**config.mk**
```make
export PLATFORM = sky130hd
export DESIGN_NAME = counterDisplay
export DESIGN_NICKNAME = d
export VERILOG_FILES = /design/src/common/displayPkg.sv /design/src/logic/vgaTiming.sv /design/src/scoreFetch/scoreFetch.sv /design/src/glyphRender/glyphRom.sv /design/src/glyphRender/pixelGen.sv /design/src/logic/counterDisplay.sv
export SDC_FILE = /design/constraint.sdc
export NUM_CORES = 1
export LEC_CHECK = 0
export BUFFER_PORTS_ARGS = -buffer_cell sky130_fd_sc_hd__buf_2
export CORE_MARGIN = 2
export CORE_UTILIZATION = 48
export CTS_BUF_LIST = sky130_fd_sc_hd__clkbuf_16
export DETAILED_ROUTE_END_ITERATION = 8
export PLACE_DENSITY = 0.64
export SETUP_SLACK_MARGIN = 0.1
export SLEW_MARGIN = 15
export SYNTH_ARGS = -nofsm -noshare
export SYNTH_HDL_FRONTEND = slang
export SYNTH_SLANG_ARGS = --single-unit
```
**constraint.sdc**
```tcl
create_clock -name clk -period 11.1 [get_ports clk]
set_input_delay 0.555 -clock clk [delete_from_list [all_inputs] [get_ports clk]]
set_output_delay 0.555 -clock clk [all_outputs]
set_load 0.05 [all_outputs]
```
**src/common/displayPkg.sv**
```systemverilog
package displayPkg;

	typedef logic [9:0] countT; // raster counter, pixels or lines
	typedef logic [3:0] digitT; // one decimal digit
	typedef logic [15:0] addrT; // memory address
	typedef logic [15:0] wordT; // memory data
	typedef logic [23:0] rgbT; // 8 bits per channel
	typedef logic [4:0] glyphRowT; // leftmost cell in msb

	// horizontal timing in pixels
	localparam int H_VISIBLE = 640;
	localparam int H_FRONT = 16;
	localparam int H_SYNC = 96;
	localparam int H_BACK = 48;
	localparam int H_TOTAL = H_VISIBLE + H_FRONT + H_SYNC + H_BACK; // 800

	// vertical timing in lines
	localparam int V_VISIBLE = 480;
	localparam int V_FRONT = 10;
	localparam int V_SYNC = 2;
	localparam int V_BACK = 33;
	localparam int V_TOTAL = V_VISIBLE + V_FRONT + V_SYNC + V_BACK; // 525

	// glyph cell grid
	localparam int GLYPH_W = 5;
	localparam int GLYPH_H = 7;
	localparam int CELL_SCALE = 20; // screen pixels per cell side

	localparam int BOX_W = GLYPH_W * CELL_SCALE; // 100
	localparam int BOX_H = GLYPH_H * CELL_SCALE; // 140

	// box placement, all boxes share one top line
	localparam int BOX_TOP = 160;
	localparam int HUN_LEFT = 40;
	localparam int TEN_LEFT = 200;
	localparam int ONE_LEFT = 360;

	localparam rgbT FG_COLOR = 24'hFFFFFF; // white
	localparam rgbT BG_COLOR = 24'h000000; // black

	localparam int SCORE_MAX = 999; // three digits max
	localparam int BCD_STEPS = 10; // one shift per binary bit of SCORE_MAX

endpackage

```
**src/logic/vgaTiming.sv**
```systemverilog
`timescale 1ns/1ps

module vgaTiming (
	input logic clk,
	input logic reset,
	output displayPkg::countT hCount,
	output displayPkg::countT vCount,
	output logic hSyncRaw,
	output logic vSyncRaw,
	output logic bright,
	output logic frameStart
);

	logic lineEnd; // last pixel of a line
	logic frameEnd; // last line of a frame

	assign lineEnd = (hCount == displayPkg::countT'(displayPkg::H_TOTAL - 1));
	assign frameEnd = (vCount == displayPkg::countT'(displayPkg::V_TOTAL - 1));

	// pixel counter, one step per clk
	always_ff @(posedge clk) begin
		if (!reset) begin
			hCount <= '0;
		end else if (lineEnd) begin
			hCount <= '0;
		end else begin
			hCount <= hCount + 1'b1;
		end
	end

	// line counter, steps at end of each line
	always_ff @(posedge clk) begin
		if (!reset) begin
			vCount <= '0;
		end else if (lineEnd) begin
			if (frameEnd) begin
				vCount <= '0;
			end else begin
				vCount <= vCount + 1'b1;
			end
		end
	end

	// sync pulses sit after the front porch, active low
	assign hSyncRaw = !((hCount >= (displayPkg::H_VISIBLE + displayPkg::H_FRONT)) &&
		(hCount < (displayPkg::H_VISIBLE + displayPkg::H_FRONT + displayPkg::H_SYNC)));
	assign vSyncRaw = !((vCount >= (displayPkg::V_VISIBLE + displayPkg::V_FRONT)) &&
		(vCount < (displayPkg::V_VISIBLE + displayPkg::V_FRONT + displayPkg::V_SYNC)));

	assign bright = (hCount < displayPkg::H_VISIBLE) && (vCount < displayPkg::V_VISIBLE);

	// first pixel of vertical sync
	assign frameStart = (hCount == '0) &&
		(vCount == displayPkg::countT'(displayPkg::V_VISIBLE + displayPkg::V_FRONT));

endmodule

```
**src/scoreFetch/scoreFetch.sv**
```systemverilog
`timescale 1ns/1ps

module scoreFetch (
	input logic clk,
	input logic reset,
	input logic frameStart,
	input displayPkg::addrT countAddr,
	input displayPkg::wordT memData,
	output displayPkg::addrT memAddr,
	output logic memRead,
	output displayPkg::digitT digitHun,
	output displayPkg::digitT digitTen,
	output displayPkg::digitT digitOne
);

	typedef enum logic [2:0] {
		IDLE,
		READ,
		CAPTURE,
		CONVERT,
		PUBLISH
	} stateT;

	stateT state;
	logic [3:0] stepCount; // conversion shifts done
	logic [displayPkg::BCD_STEPS-1:0] binReg; // binary still to shift out
	logic [displayPkg::BCD_STEPS-1:0] clamped; // saturated memory word
	logic [11:0] bcdReg; // hundreds, tens, ones
	logic [11:0] bcdAdj; // bcdReg after add-three

	// digits of 5 and up overflow past 9 once doubled
	function automatic displayPkg::digitT addThree(input displayPkg::digitT nib);
		if (nib >= 4'd5) begin
			return nib + 4'd3;
		end
		return nib;
	endfunction

	always_comb begin
		if (memData > displayPkg::wordT'(displayPkg::SCORE_MAX)) begin
			clamped = displayPkg::BCD_STEPS'(displayPkg::SCORE_MAX); // show 999
		end else begin
			clamped = memData[displayPkg::BCD_STEPS-1:0];
		end
	end

	assign bcdAdj = {addThree(bcdReg[11:8]), addThree(bcdReg[7:4]), addThree(bcdReg[3:0])};

	// control path
	always_ff @(posedge clk) begin
		if (!reset) begin
			state <= IDLE;
			stepCount <= '0;
			memRead <= 1'b0;
			memAddr <= '0;
			digitHun <= '0;
			digitTen <= '0;
			digitOne <= '0;
		end else begin
			case (state)
				IDLE: begin
					if (frameStart) begin
						state <= READ;
						memRead <= 1'b1; // one clk strobe
						memAddr <= countAddr;
					end
				end
				READ: begin
					state <= CAPTURE; // data arrives next clk
					memRead <= 1'b0;
				end
				CAPTURE: begin
					state <= CONVERT;
					stepCount <= '0;
				end
				CONVERT: begin
					if (stepCount == 4'(displayPkg::BCD_STEPS - 1)) begin
						state <= PUBLISH;
					end
					stepCount <= stepCount + 1'b1;
				end
				PUBLISH: begin
					// all three at once, no torn digits on screen
					digitHun <= bcdReg[11:8];
					digitTen <= bcdReg[7:4];
					digitOne <= bcdReg[3:0];
					state <= IDLE;
				end
				default: state <= IDLE;
			endcase
		end
	end

	// shift-add-three datapath
	always_ff @(posedge clk) begin
		if (state == CAPTURE) begin
			binReg <= clamped;
			bcdReg <= '0;
		end else if (state == CONVERT) begin
			{bcdReg, binReg} <= {bcdAdj[10:0], binReg, 1'b0}; // msb of binary into bcd
		end
	end

endmodule

```
**src/glyphRender/glyphRom.sv**
```systemverilog
`timescale 1ns/1ps

module glyphRom (
	input displayPkg::digitT digit,
	input logic [2:0] row,
	output displayPkg::glyphRowT pattern
);

	logic [0:6][4:0] bitmap; // top row first

	always_comb begin
		case (digit)
			4'd0: bitmap = {5'b01110, 5'b10001, 5'b10011, 5'b10101,
				5'b11001, 5'b10001, 5'b01110};
			4'd1: bitmap = {5'b00100, 5'b01100, 5'b00100, 5'b00100,
				5'b00100, 5'b00100, 5'b01110};
			4'd2: bitmap = {5'b01110, 5'b10001, 5'b00001, 5'b00010,
				5'b00100, 5'b01000, 5'b11111};
			4'd3: bitmap = {5'b11111, 5'b00010, 5'b00100, 5'b00010,
				5'b00001, 5'b10001, 5'b01110};
			4'd4: bitmap = {5'b00010, 5'b00110, 5'b01010, 5'b10010,
				5'b11111, 5'b00010, 5'b00010};
			4'd5: bitmap = {5'b11111, 5'b10000, 5'b11110, 5'b00001,
				5'b00001, 5'b10001, 5'b01110};
			4'd6: bitmap = {5'b00110, 5'b01000, 5'b10000, 5'b11110,
				5'b10001, 5'b10001, 5'b01110};
			4'd7: bitmap = {5'b11111, 5'b00001, 5'b00010, 5'b00100,
				5'b01000, 5'b01000, 5'b01000};
			4'd8: bitmap = {5'b01110, 5'b10001, 5'b10001, 5'b01110,
				5'b10001, 5'b10001, 5'b01110};
			4'd9: bitmap = {5'b01110, 5'b10001, 5'b10001, 5'b01111,
				5'b00001, 5'b00010, 5'b01100};
			default: bitmap = '0; // codes 10 to 15 are blank
		endcase
	end

	// row 7 lies outside the 7-row cell
	always_comb begin
		if (row < 3'(displayPkg::GLYPH_H)) begin
			pattern = bitmap[row];
		end else begin
			pattern = '0;
		end
	end

endmodule

```
**src/glyphRender/pixelGen.sv**
```systemverilog
`timescale 1ns/1ps

module pixelGen (
	input logic clk,
	input logic reset,
	input displayPkg::countT hCount,
	input displayPkg::countT vCount,
	input logic hSyncRaw,
	input logic vSyncRaw,
	input logic bright,
	input displayPkg::digitT digitHun,
	input displayPkg::digitT digitTen,
	input displayPkg::digitT digitOne,
	output logic hSync,
	output logic vSync,
	output displayPkg::rgbT rgb
);

	logic inRows; // line within the box band
	logic inHun;
	logic inTen;
	logic inOne;
	logic inBox; // pixel in any digit box
	displayPkg::countT boxLeft; // left column of the hit box
	displayPkg::digitT boxDigit; // digit shown in that box
	displayPkg::countT offsetH; // pixel offset inside box
	displayPkg::countT offsetV; // line offset inside box
	displayPkg::countT colWide;
	displayPkg::countT rowWide;
	logic [2:0] cellCol;
	logic [2:0] cellRow;
	displayPkg::glyphRowT pattern;
	logic pixelOn;

	assign inRows = (vCount >= displayPkg::BOX_TOP) &&
		(vCount < (displayPkg::BOX_TOP + displayPkg::BOX_H));
	assign inHun = (hCount >= displayPkg::HUN_LEFT) &&
		(hCount < (displayPkg::HUN_LEFT + displayPkg::BOX_W));
	assign inTen = (hCount >= displayPkg::TEN_LEFT) &&
		(hCount < (displayPkg::TEN_LEFT + displayPkg::BOX_W));
	assign inOne = (hCount >= displayPkg::ONE_LEFT) &&
		(hCount < (displayPkg::ONE_LEFT + displayPkg::BOX_W));
	assign inBox = inRows && (inHun || inTen || inOne);

	// pick box origin and digit, boxes never overlap
	always_comb begin
		if (inHun) begin
			boxLeft = displayPkg::countT'(displayPkg::HUN_LEFT);
			boxDigit = digitHun;
		end else if (inTen) begin
			boxLeft = displayPkg::countT'(displayPkg::TEN_LEFT);
			boxDigit = digitTen;
		end else begin
			boxLeft = displayPkg::countT'(displayPkg::ONE_LEFT);
			boxDigit = digitOne;
		end
	end

	assign offsetH = hCount - boxLeft;
	assign offsetV = vCount - displayPkg::countT'(displayPkg::BOX_TOP);

	// scale down to glyph cells
	assign colWide = offsetH / displayPkg::countT'(displayPkg::CELL_SCALE);
	assign rowWide = offsetV / displayPkg::countT'(displayPkg::CELL_SCALE);
	assign cellCol = colWide[2:0]; // 0..4 inside a box
	assign cellRow = rowWide[2:0]; // 0..6 inside a box

	glyphRom glyphRom_inst (
		.digit(boxDigit),
		.row(cellRow),
		.pattern(pattern)
	);

	// msb is the leftmost cell
	assign pixelOn = bright && inBox && pattern[3'(displayPkg::GLYPH_W - 1) - cellCol];

	// colour and syncs leave on the same edge
	always_ff @(posedge clk) begin
		if (!reset) begin
			rgb <= displayPkg::BG_COLOR;
			hSync <= 1'b1;
			vSync <= 1'b1;
		end else begin
			rgb <= pixelOn ? displayPkg::FG_COLOR : displayPkg::BG_COLOR;
			hSync <= hSyncRaw;
			vSync <= vSyncRaw;
		end
	end

endmodule

```
**src/logic/counterDisplay.sv**
```systemverilog
`timescale 1ns/1ps

module counterDisplay (
	input logic clk,
	input logic reset,
	input displayPkg::addrT countAddr,
	input displayPkg::wordT memData,
	output displayPkg::addrT memAddr,
	output logic memRead,
	output logic hSync,
	output logic vSync,
	output displayPkg::rgbT rgb
);

	displayPkg::countT hCount;
	displayPkg::countT vCount;
	logic hSyncRaw; // undelayed syncs
	logic vSyncRaw;
	logic bright;
	logic frameStart;
	displayPkg::digitT digitHun;
	displayPkg::digitT digitTen;
	displayPkg::digitT digitOne;

	vgaTiming vgaTiming_inst (
		.clk(clk),
		.reset(reset),
		.hCount(hCount),
		.vCount(vCount),
		.hSyncRaw(hSyncRaw),
		.vSyncRaw(vSyncRaw),
		.bright(bright),
		.frameStart(frameStart)
	);

	scoreFetch scoreFetch_inst (
		.clk(clk),
		.reset(reset),
		.frameStart(frameStart),
		.countAddr(countAddr),
		.memData(memData),
		.memAddr(memAddr),
		.memRead(memRead),
		.digitHun(digitHun),
		.digitTen(digitTen),
		.digitOne(digitOne)
	);

	pixelGen pixelGen_inst (
		.clk(clk),
		.reset(reset),
		.hCount(hCount),
		.vCount(vCount),
		.hSyncRaw(hSyncRaw),
		.vSyncRaw(vSyncRaw),
		.bright(bright),
		.digitHun(digitHun),
		.digitTen(digitTen),
		.digitOne(digitOne),
		.hSync(hSync),
		.vSync(vSync),
		.rgb(rgb)
	);

endmodule

```
**Word level (Yosys, flattened, before mapping)**

Memory sizes are Yosys's and may differ from the RTL's.
Cells that the tools add are included.

- Flip-flop bits (word level): 104
- Memory bits (read-only): 560
- Input bits: 34
- Output and inout bits: 43
- Logic and storage cells: 112
- Memories kept: 1

Memories:

| memory | words | bits a word | rd ports | clocked after Yosys merged registers in | write ports | line | text |
|---|---|---|---|---|---|---|---|
| (no name shown) | 16 | 35 | 1 | 0 | 0 | glyphRom.sv:12 | `case (digit)` |

- $add $sub $neg: 9
- Div/mod/pow operators: 2
- $lt $le $gt $ge: 21
- Eq/ne operators: 10
- Multiplexer cells: 30
- Bitwise operators: 2
- Reduce and logical (&&, ||, !) cells: 23

Operators with widths:

| kind | count |
|---|---|
| less-than comparator 10 x 9 -> 1 bit (second input constant) | 5 |
| two-way mux 10 bit | 5 |
| two-way mux 24 bit | 1 |
| two-way mux 4 bit | 6 |
| adder 10 x 1 -> 10 bit (second input constant) | 2 |
| divider 10 x 5 -> 10 bit (second input constant) | 2 |
| == test 10 bit (second input constant) | 2 |
| >= comparator 10 x 8 -> 1 bit (second input constant) | 2 |
| >= comparator 10 x 9 -> 1 bit (second input constant) | 2 |
| less-than comparator 10 bit (second input constant) | 2 |
| greater-than comparator 16 x 10 -> 1 bit (second input constant) | 1 |
| binary-select mux 5 bit (select 3 bit) | 1 |
| two-way mux 5 bit | 3 |
| >= comparator 4 x 3 -> 1 bit (second input constant) | 3 |
| two-way mux 3 bit | 4 |
| one-hot mux 3 bit (4 select lines) | 1 |
| logical AND 1 bit | 11 |
| == test 10 x 9 -> 1 bit (second input constant) | 1 |
| >= comparator 10 bit (second input constant) | 1 |
| >= comparator 10 x 6 -> 1 bit (second input constant) | 1 |
| logical NOT 10 bit | 1 |
| less-than comparator 10 x 8 -> 1 bit (second input constant) | 1 |
| subtractor 10 bit | 1 |
| subtractor 10 x 8 -> 10 bit (second input constant) | 1 |
| 26 further kinds | 37 |

**Depth between registers and ports, before layout**

An unclocked memory read counts as a cell.

- Depth after elaboration: 13
- Depth in mapped cells: 27
- Depth with buffers taken out: 25

**By module**

A second synthesis with hierarchy kept.

- Cell total of the unflattened synthesis: 779
- Area, all modules: 6094.6 µm²

By module, submodules not included:

| module | instances | cells each | area an instance (µm²) | seq. area each (µm²) |
|---|---|---|---|---|
| scoreFetch | 1 | 282 | 2478.6 | 1261.2 |
| pixelGen | 1 | 254 | 1734.2 | 60.1 |
| vgaTiming | 1 | 125 | 1056.0 | 400.4 |
| glyphRom | 1 | 118 | 825.8 | 0.0 |

**Least setup slack after synthesis**

No wires, ideal clock.

- Path type: flip-flop to flip-flop
- From: register vgaTiming_inst.hCount[4]
- To: register pixelGen_inst.rgb[22]
- Setup time: 118 ps
- Data arrival time: 5527 ps
- Data required time: 10982 ps
- Setup slack: 5455 ps
- Cell stages (with the launch flop): 25
- Path buffers: 1
- Period minus slack after synthesis: 5645 ps
- Path through: dfxtp_1 buf_2 inv_1 ha_1 or3b_1 o41ai_1 o311a_1 nor2_1 inv_1 ha_1 a21oi_1 xor2_1 nor2_1 mux4_2 nand2_1 nand3_1 o31ai_2 nand2_1 o2111a_1 ha_1 a2111oi_1 o211ai_1 nand2_1 nor4b_2 o2111a_1

- Longest elaborated chain between the ends: 13
- Elaborated cells between the ends (all ways): 31
- Those cells by class: add/sub (2); div (1); order compare (7); mux (11); reduce/logical (9); memory (1)

Ends and longest elaborated chain:

| what | line | text |
|---|---|---|
| start, declared | vgaTiming.sv:6 | `output displayPkg::countT hCount,` |
| start signal, assigned | vgaTiming.sv:27 | `hCount <= hCount + 1'b1;` |
| branches (longest 11 deep; another with >= comparator 10 x 8 -> 1 bit) | n/a |  |
| logical AND 1 bit (*) | pixelGen.sv:75 | `assign pixelOn = bright && inBox && pattern[3'(displayPkg::GLYPH_W - 1) - cellCol];` |
| two-way mux 24 bit (*) | pixelGen.sv:84 | `rgb <= pixelOn ? displayPkg::FG_COLOR : displayPkg::BG_COLOR;` |
| end signal, assigned | pixelGen.sv:80 | `rgb <= displayPkg::BG_COLOR;` |
| end signal, assigned | pixelGen.sv:84 |  |
| end, declared | pixelGen.sv:16 | `output displayPkg::rgbT rgb` |

Mark *: on every way between the ends. The select of a mux whose other input is x is not followed.
A chain may end at the register's enable or synchronous reset.

**Worst setup path after layout**

- From: register vgaTiming_inst.hCount[3]
- To: register pixelGen_inst.rgb[22]

The elaborated chain is that of the path after synthesis.

==> impl_metrics.env <==
export IMPL_multi_input_comb_area_um2=4530
export IMPL_drcViolationCount=0
export IMPL_n_antenna_cell=0
export IMPL_endpoint_kind="register"
export IMPL_cts_tree="built"
export IMPL_max_cap_violations=0
export IMPL_synth_cells=902
export IMPL_fin_util_pct=52.7
export IMPL_synth_top_area_share_pct=20.9
export IMPL_worstMarginPinSlew_ns=0.971
export IMPL_grt_max_degree=43
export IMPL_place_gp_congestion=0.899
export IMPL_path_cells="ha_1 > or3b_1 > o41ai_1 > o311a_1 > ha_1 > or2_2 > o22ai_1 > nor2_1 > mux4_2 > nand2_1 > nand3_1 > o31ai_2 > nand2_1 > o2111a_1 > ha_1 > a2111oi_1 > o211ai_1 > nand2_1 > nor4b_2 > o2111a_1"
export IMPL_yosys_warnings=0
export IMPL_cp_slowest_stage_delay_ns=0.72
export IMPL_fmax_mhz=149
export IMPL_hold_ws_ns=0.457
export IMPL_wl_per_cell_um=14.4
export IMPL_drv_slew=0
export IMPL_final_setup_tns_ns=0
export IMPL_drtPass1Iterations=5
export IMPL_die_w_um=123
export IMPL_yosysMostFrequentCell="nand2_1"
export IMPL_yosysTopAreaCell="dfxtp_1"
export IMPL_period_share_pct=60.3
export IMPL_clkSinkCount=81
export IMPL_worstReg2RegEnd="pixelGen_inst.rgb[22]$_SDFF_PN0_"
export IMPL_fin_ws_ns=4.41
export IMPL_io_pin_count=77
export IMPL_yosys_register_bits=81
export IMPL_hold_viol=0
export IMPL_synth_main_ff_cell="dfxtp_1"
export IMPL_synth_area_um2=6800
export IMPL_cp_data_required_time_ns=11.32
export IMPL_die_h_um=123
export IMPL_synth_edf_count=10
export IMPL_core_um2=13900
export IMPL_cts_htree_levels=3
export IMPL_grt_pass1_wl_um=26900
export IMPL_outcome="completed"
export IMPL_antenna_found_initial=0
export IMPL_start_util_pct=49.0
export IMPL_wl_um=15800
export IMPL_period_needed_ns=6.69
export IMPL_power_per_cell_area_nw_per_um2=100
export IMPL_worstSetupPathType="reg2reg"
export IMPL_vias=6390
export IMPL_clk_latency_ns=0.33
export IMPL_synth_area_top_cells="dfxtp_1, nand2_1, ha_1, nor2_1, edfxtp_1"
export IMPL_rsz0062_at_grt="false"
export IMPL_setup_viol=0
export IMPL_synth_area_per_cell_um2=7.54
export IMPL_timing_rr_start="vgaTiming_inst.hCount[3]$_SDFF_PP0_"
export IMPL_fin_worst_skew_ns=0.00546
export IMPL_grtUsageTotal_pct=21.3
export IMPL_rows=43
export IMPL_place_hpwl_um=11100
export IMPL_die_area_um2=15100
export IMPL_hold_path_class="reg2reg"
export IMPL_synth_nets=968
export IMPL_syn2layout_area_growth_pct=7.60
export IMPL_hold_depth=2
export IMPL_vias_per_cell=5.80
export IMPL_cts_clk_slew_worst_paths_ns=0.06
export IMPL_cts_hold_buf=0
export IMPL_hold_start="scoreFetch_inst.memAddr[7]$_SDFFE_PN0P_"
export IMPL_place_ws_ns=4.49
export IMPL_synth_common_cells="nand2_1, nor2_1, dfxtp_1"
export IMPL_seq_area_frac_synth_pct=25.3
export IMPL_cts_resized=0
export IMPL_slew_headroom_pct=35.0
export IMPL_worstRegToRegCells=20
export IMPL_port_buffers=76
export IMPL_worstPathArrival_ns=6.91
export IMPL_async_reset_ff_share_pct=0
export IMPL_drtIter0Drc=585
export IMPL_cts_buffers=9
export IMPL_cp_max_fo=18
export IMPL_cpLargestDelayFamily="compound AO/OA/AOI/OAI gates"
export IMPL_min_to="scoreFetch_inst.memAddr[7]$_SDFFE_PN0P_"
export IMPL_ir_drop_v=0.000126
export IMPL_slowest_stage="o22ai_1"
export IMPL_cts_setup_buffers=0
export IMPL_gr_total_overflow=0
export IMPL_cts_root_buf="clkbuf_16"
export IMPL_nets=982
export IMPL_grt_pass1_vias=5699
export IMPL_start_kind="register"
export IMPL_leakage_nw=2.88
export IMPL_antenna_left=0
export IMPL_seqCellArea_um2=1720
export IMPL_worst_path_buf_inv=0
export IMPL_post_synth_num_cell_types=96
export IMPL_final_layout_size_suffix_gt1_share_pct=13.9
export IMPL_num_fill_cells=1389
export IMPL_clockBufferDepth=2
export IMPL_r2r_slack_ns=4.41
## worst min-delay path: stages, from the launching register on
cell and delay (ns):
dfxtp_1 0.31, nand2_1 0.04, a21boi_0 0.06
## final cells by class
type / instances / share of cell area [%]
Multi-Input combinational cell: 710 / 61.9
Clock buffer: 9 / 3.08
Clock inverter: 7 / 0.957
Sequential cell: 81 / 23.5
Tap cell: 180 / 3.08
Timing Repair Buffer: 83 / 5.92
Inverter: 31 / 1.59
## where the power goes
part           internal [mW]  switching (mW)  leakage (nW)
registers              0.317          0.0200         0.665
logic                 0.0470          0.0537          2.07
clock network          0.174           0.120         0.147
## worst max-delay path by stage
| stage | start | to | slack [ns] | cells past startpoint |
|---|---|---|---|---|
| finish | vgaTiming_inst.hCount[3]$_SDFF_PP0_ | pixelGen_inst.rgb[22]$_SDFF_PN0_ | 4.41 | 20 |
| global route | vgaTiming_inst.hCount[3]$_SDFF_PP0_ | pixelGen_inst.rgb[22]$_SDFF_PN0_ | 3.86 | 20 |
| CTS | vgaTiming_inst.hCount[3]$_SDFF_PP0_ | pixelGen_inst.rgb[22]$_SDFF_PN0_ | 4.48 | 20 |
| detailed placement | vgaTiming_inst.hCount[3]$_SDFF_PP0_ | pixelGen_inst.rgb[22]$_SDFF_PN0_ | 4.49 | 20 |
| global placement | vgaTiming_inst.hCount[3]$_SDFF_PP0_ | pixelGen_inst.rgb[22]$_SDFF_PN0_ | 4.61 | 20 |
| floorplan | vgaTiming_inst.hCount[4]$_SDFF_PP0_ | pixelGen_inst.rgb[22]$_SDFF_PN0_ | 5.46 | 24 |
## registers in the layout (all words and copies together) (netlist names)
register	count
pixelGen_inst.vSync	1
scoreFetch_inst.memAddr	16
pixelGen_inst.rgb	1
pixelGen_inst.hSync	1
scoreFetch_inst.digitHun	4
scoreFetch_inst.digitTen	4
scoreFetch_inst.memRead	1
scoreFetch_inst.binReg	10
scoreFetch_inst.state	3
vgaTiming_inst.hCount	10
vgaTiming_inst.vCount	10
scoreFetch_inst.digitOne	4
scoreFetch_inst.bcdReg	12
scoreFetch_inst.stepCount	4
## per-stage QoR
step                instance area, um2  power, mW  cells
finish                            7320      0.732   1101
detailed placement                7020      0.444   1085
global placement                  7020      0.443   1085
global route                      7320      0.772   1101
floorplan                         6800      0.419    902
CTS                               7320      0.740   1101
## cell usage in the layout, fill, tap and decap left out, types with 8 or more instances in the layout
cell,n
a21boi_0,30
a21oi_1,46
a31oi_1,10
and2_1,10
buf_2,76
clkbuf_16,9
dfxtp_1,71
edfxtp_1,10
ha_1,32
inv_1,27
nand2_1,133
nand2b_1,17
nand3_1,23
nand4_1,8
nor2_1,82
nor2b_1,11
nor3_1,21
nor4_1,9
o211ai_1,12
o21ai_0,42
o22ai_1,11
or3_1,9
xnor2_1,23
xor2_1,14
## per-layer routing
metal	part of all wire [%]	GRT usage, %
met2	46	34.8
met3	4.4	3.00
met1	48	29.7
met4	1.2	5.26
met5	0	0
## logic make-up after synthesis
group | count (synthesis) | share of synthesized area (%)
AND/OR/NAND/NOR | 371 | 26.9
AO/OA/AOI/OAI | 261 | 27.5
buffers and inverters | 111 | 8.13
multiplexers | 8 | 1.38
flip-flops | 81 | 25.3
adder cells (fa/ha/maj) | 33 | 6.03
XOR/XNOR | 37 | 4.76
No activity file was read; power rests on OpenSTA's default activity.
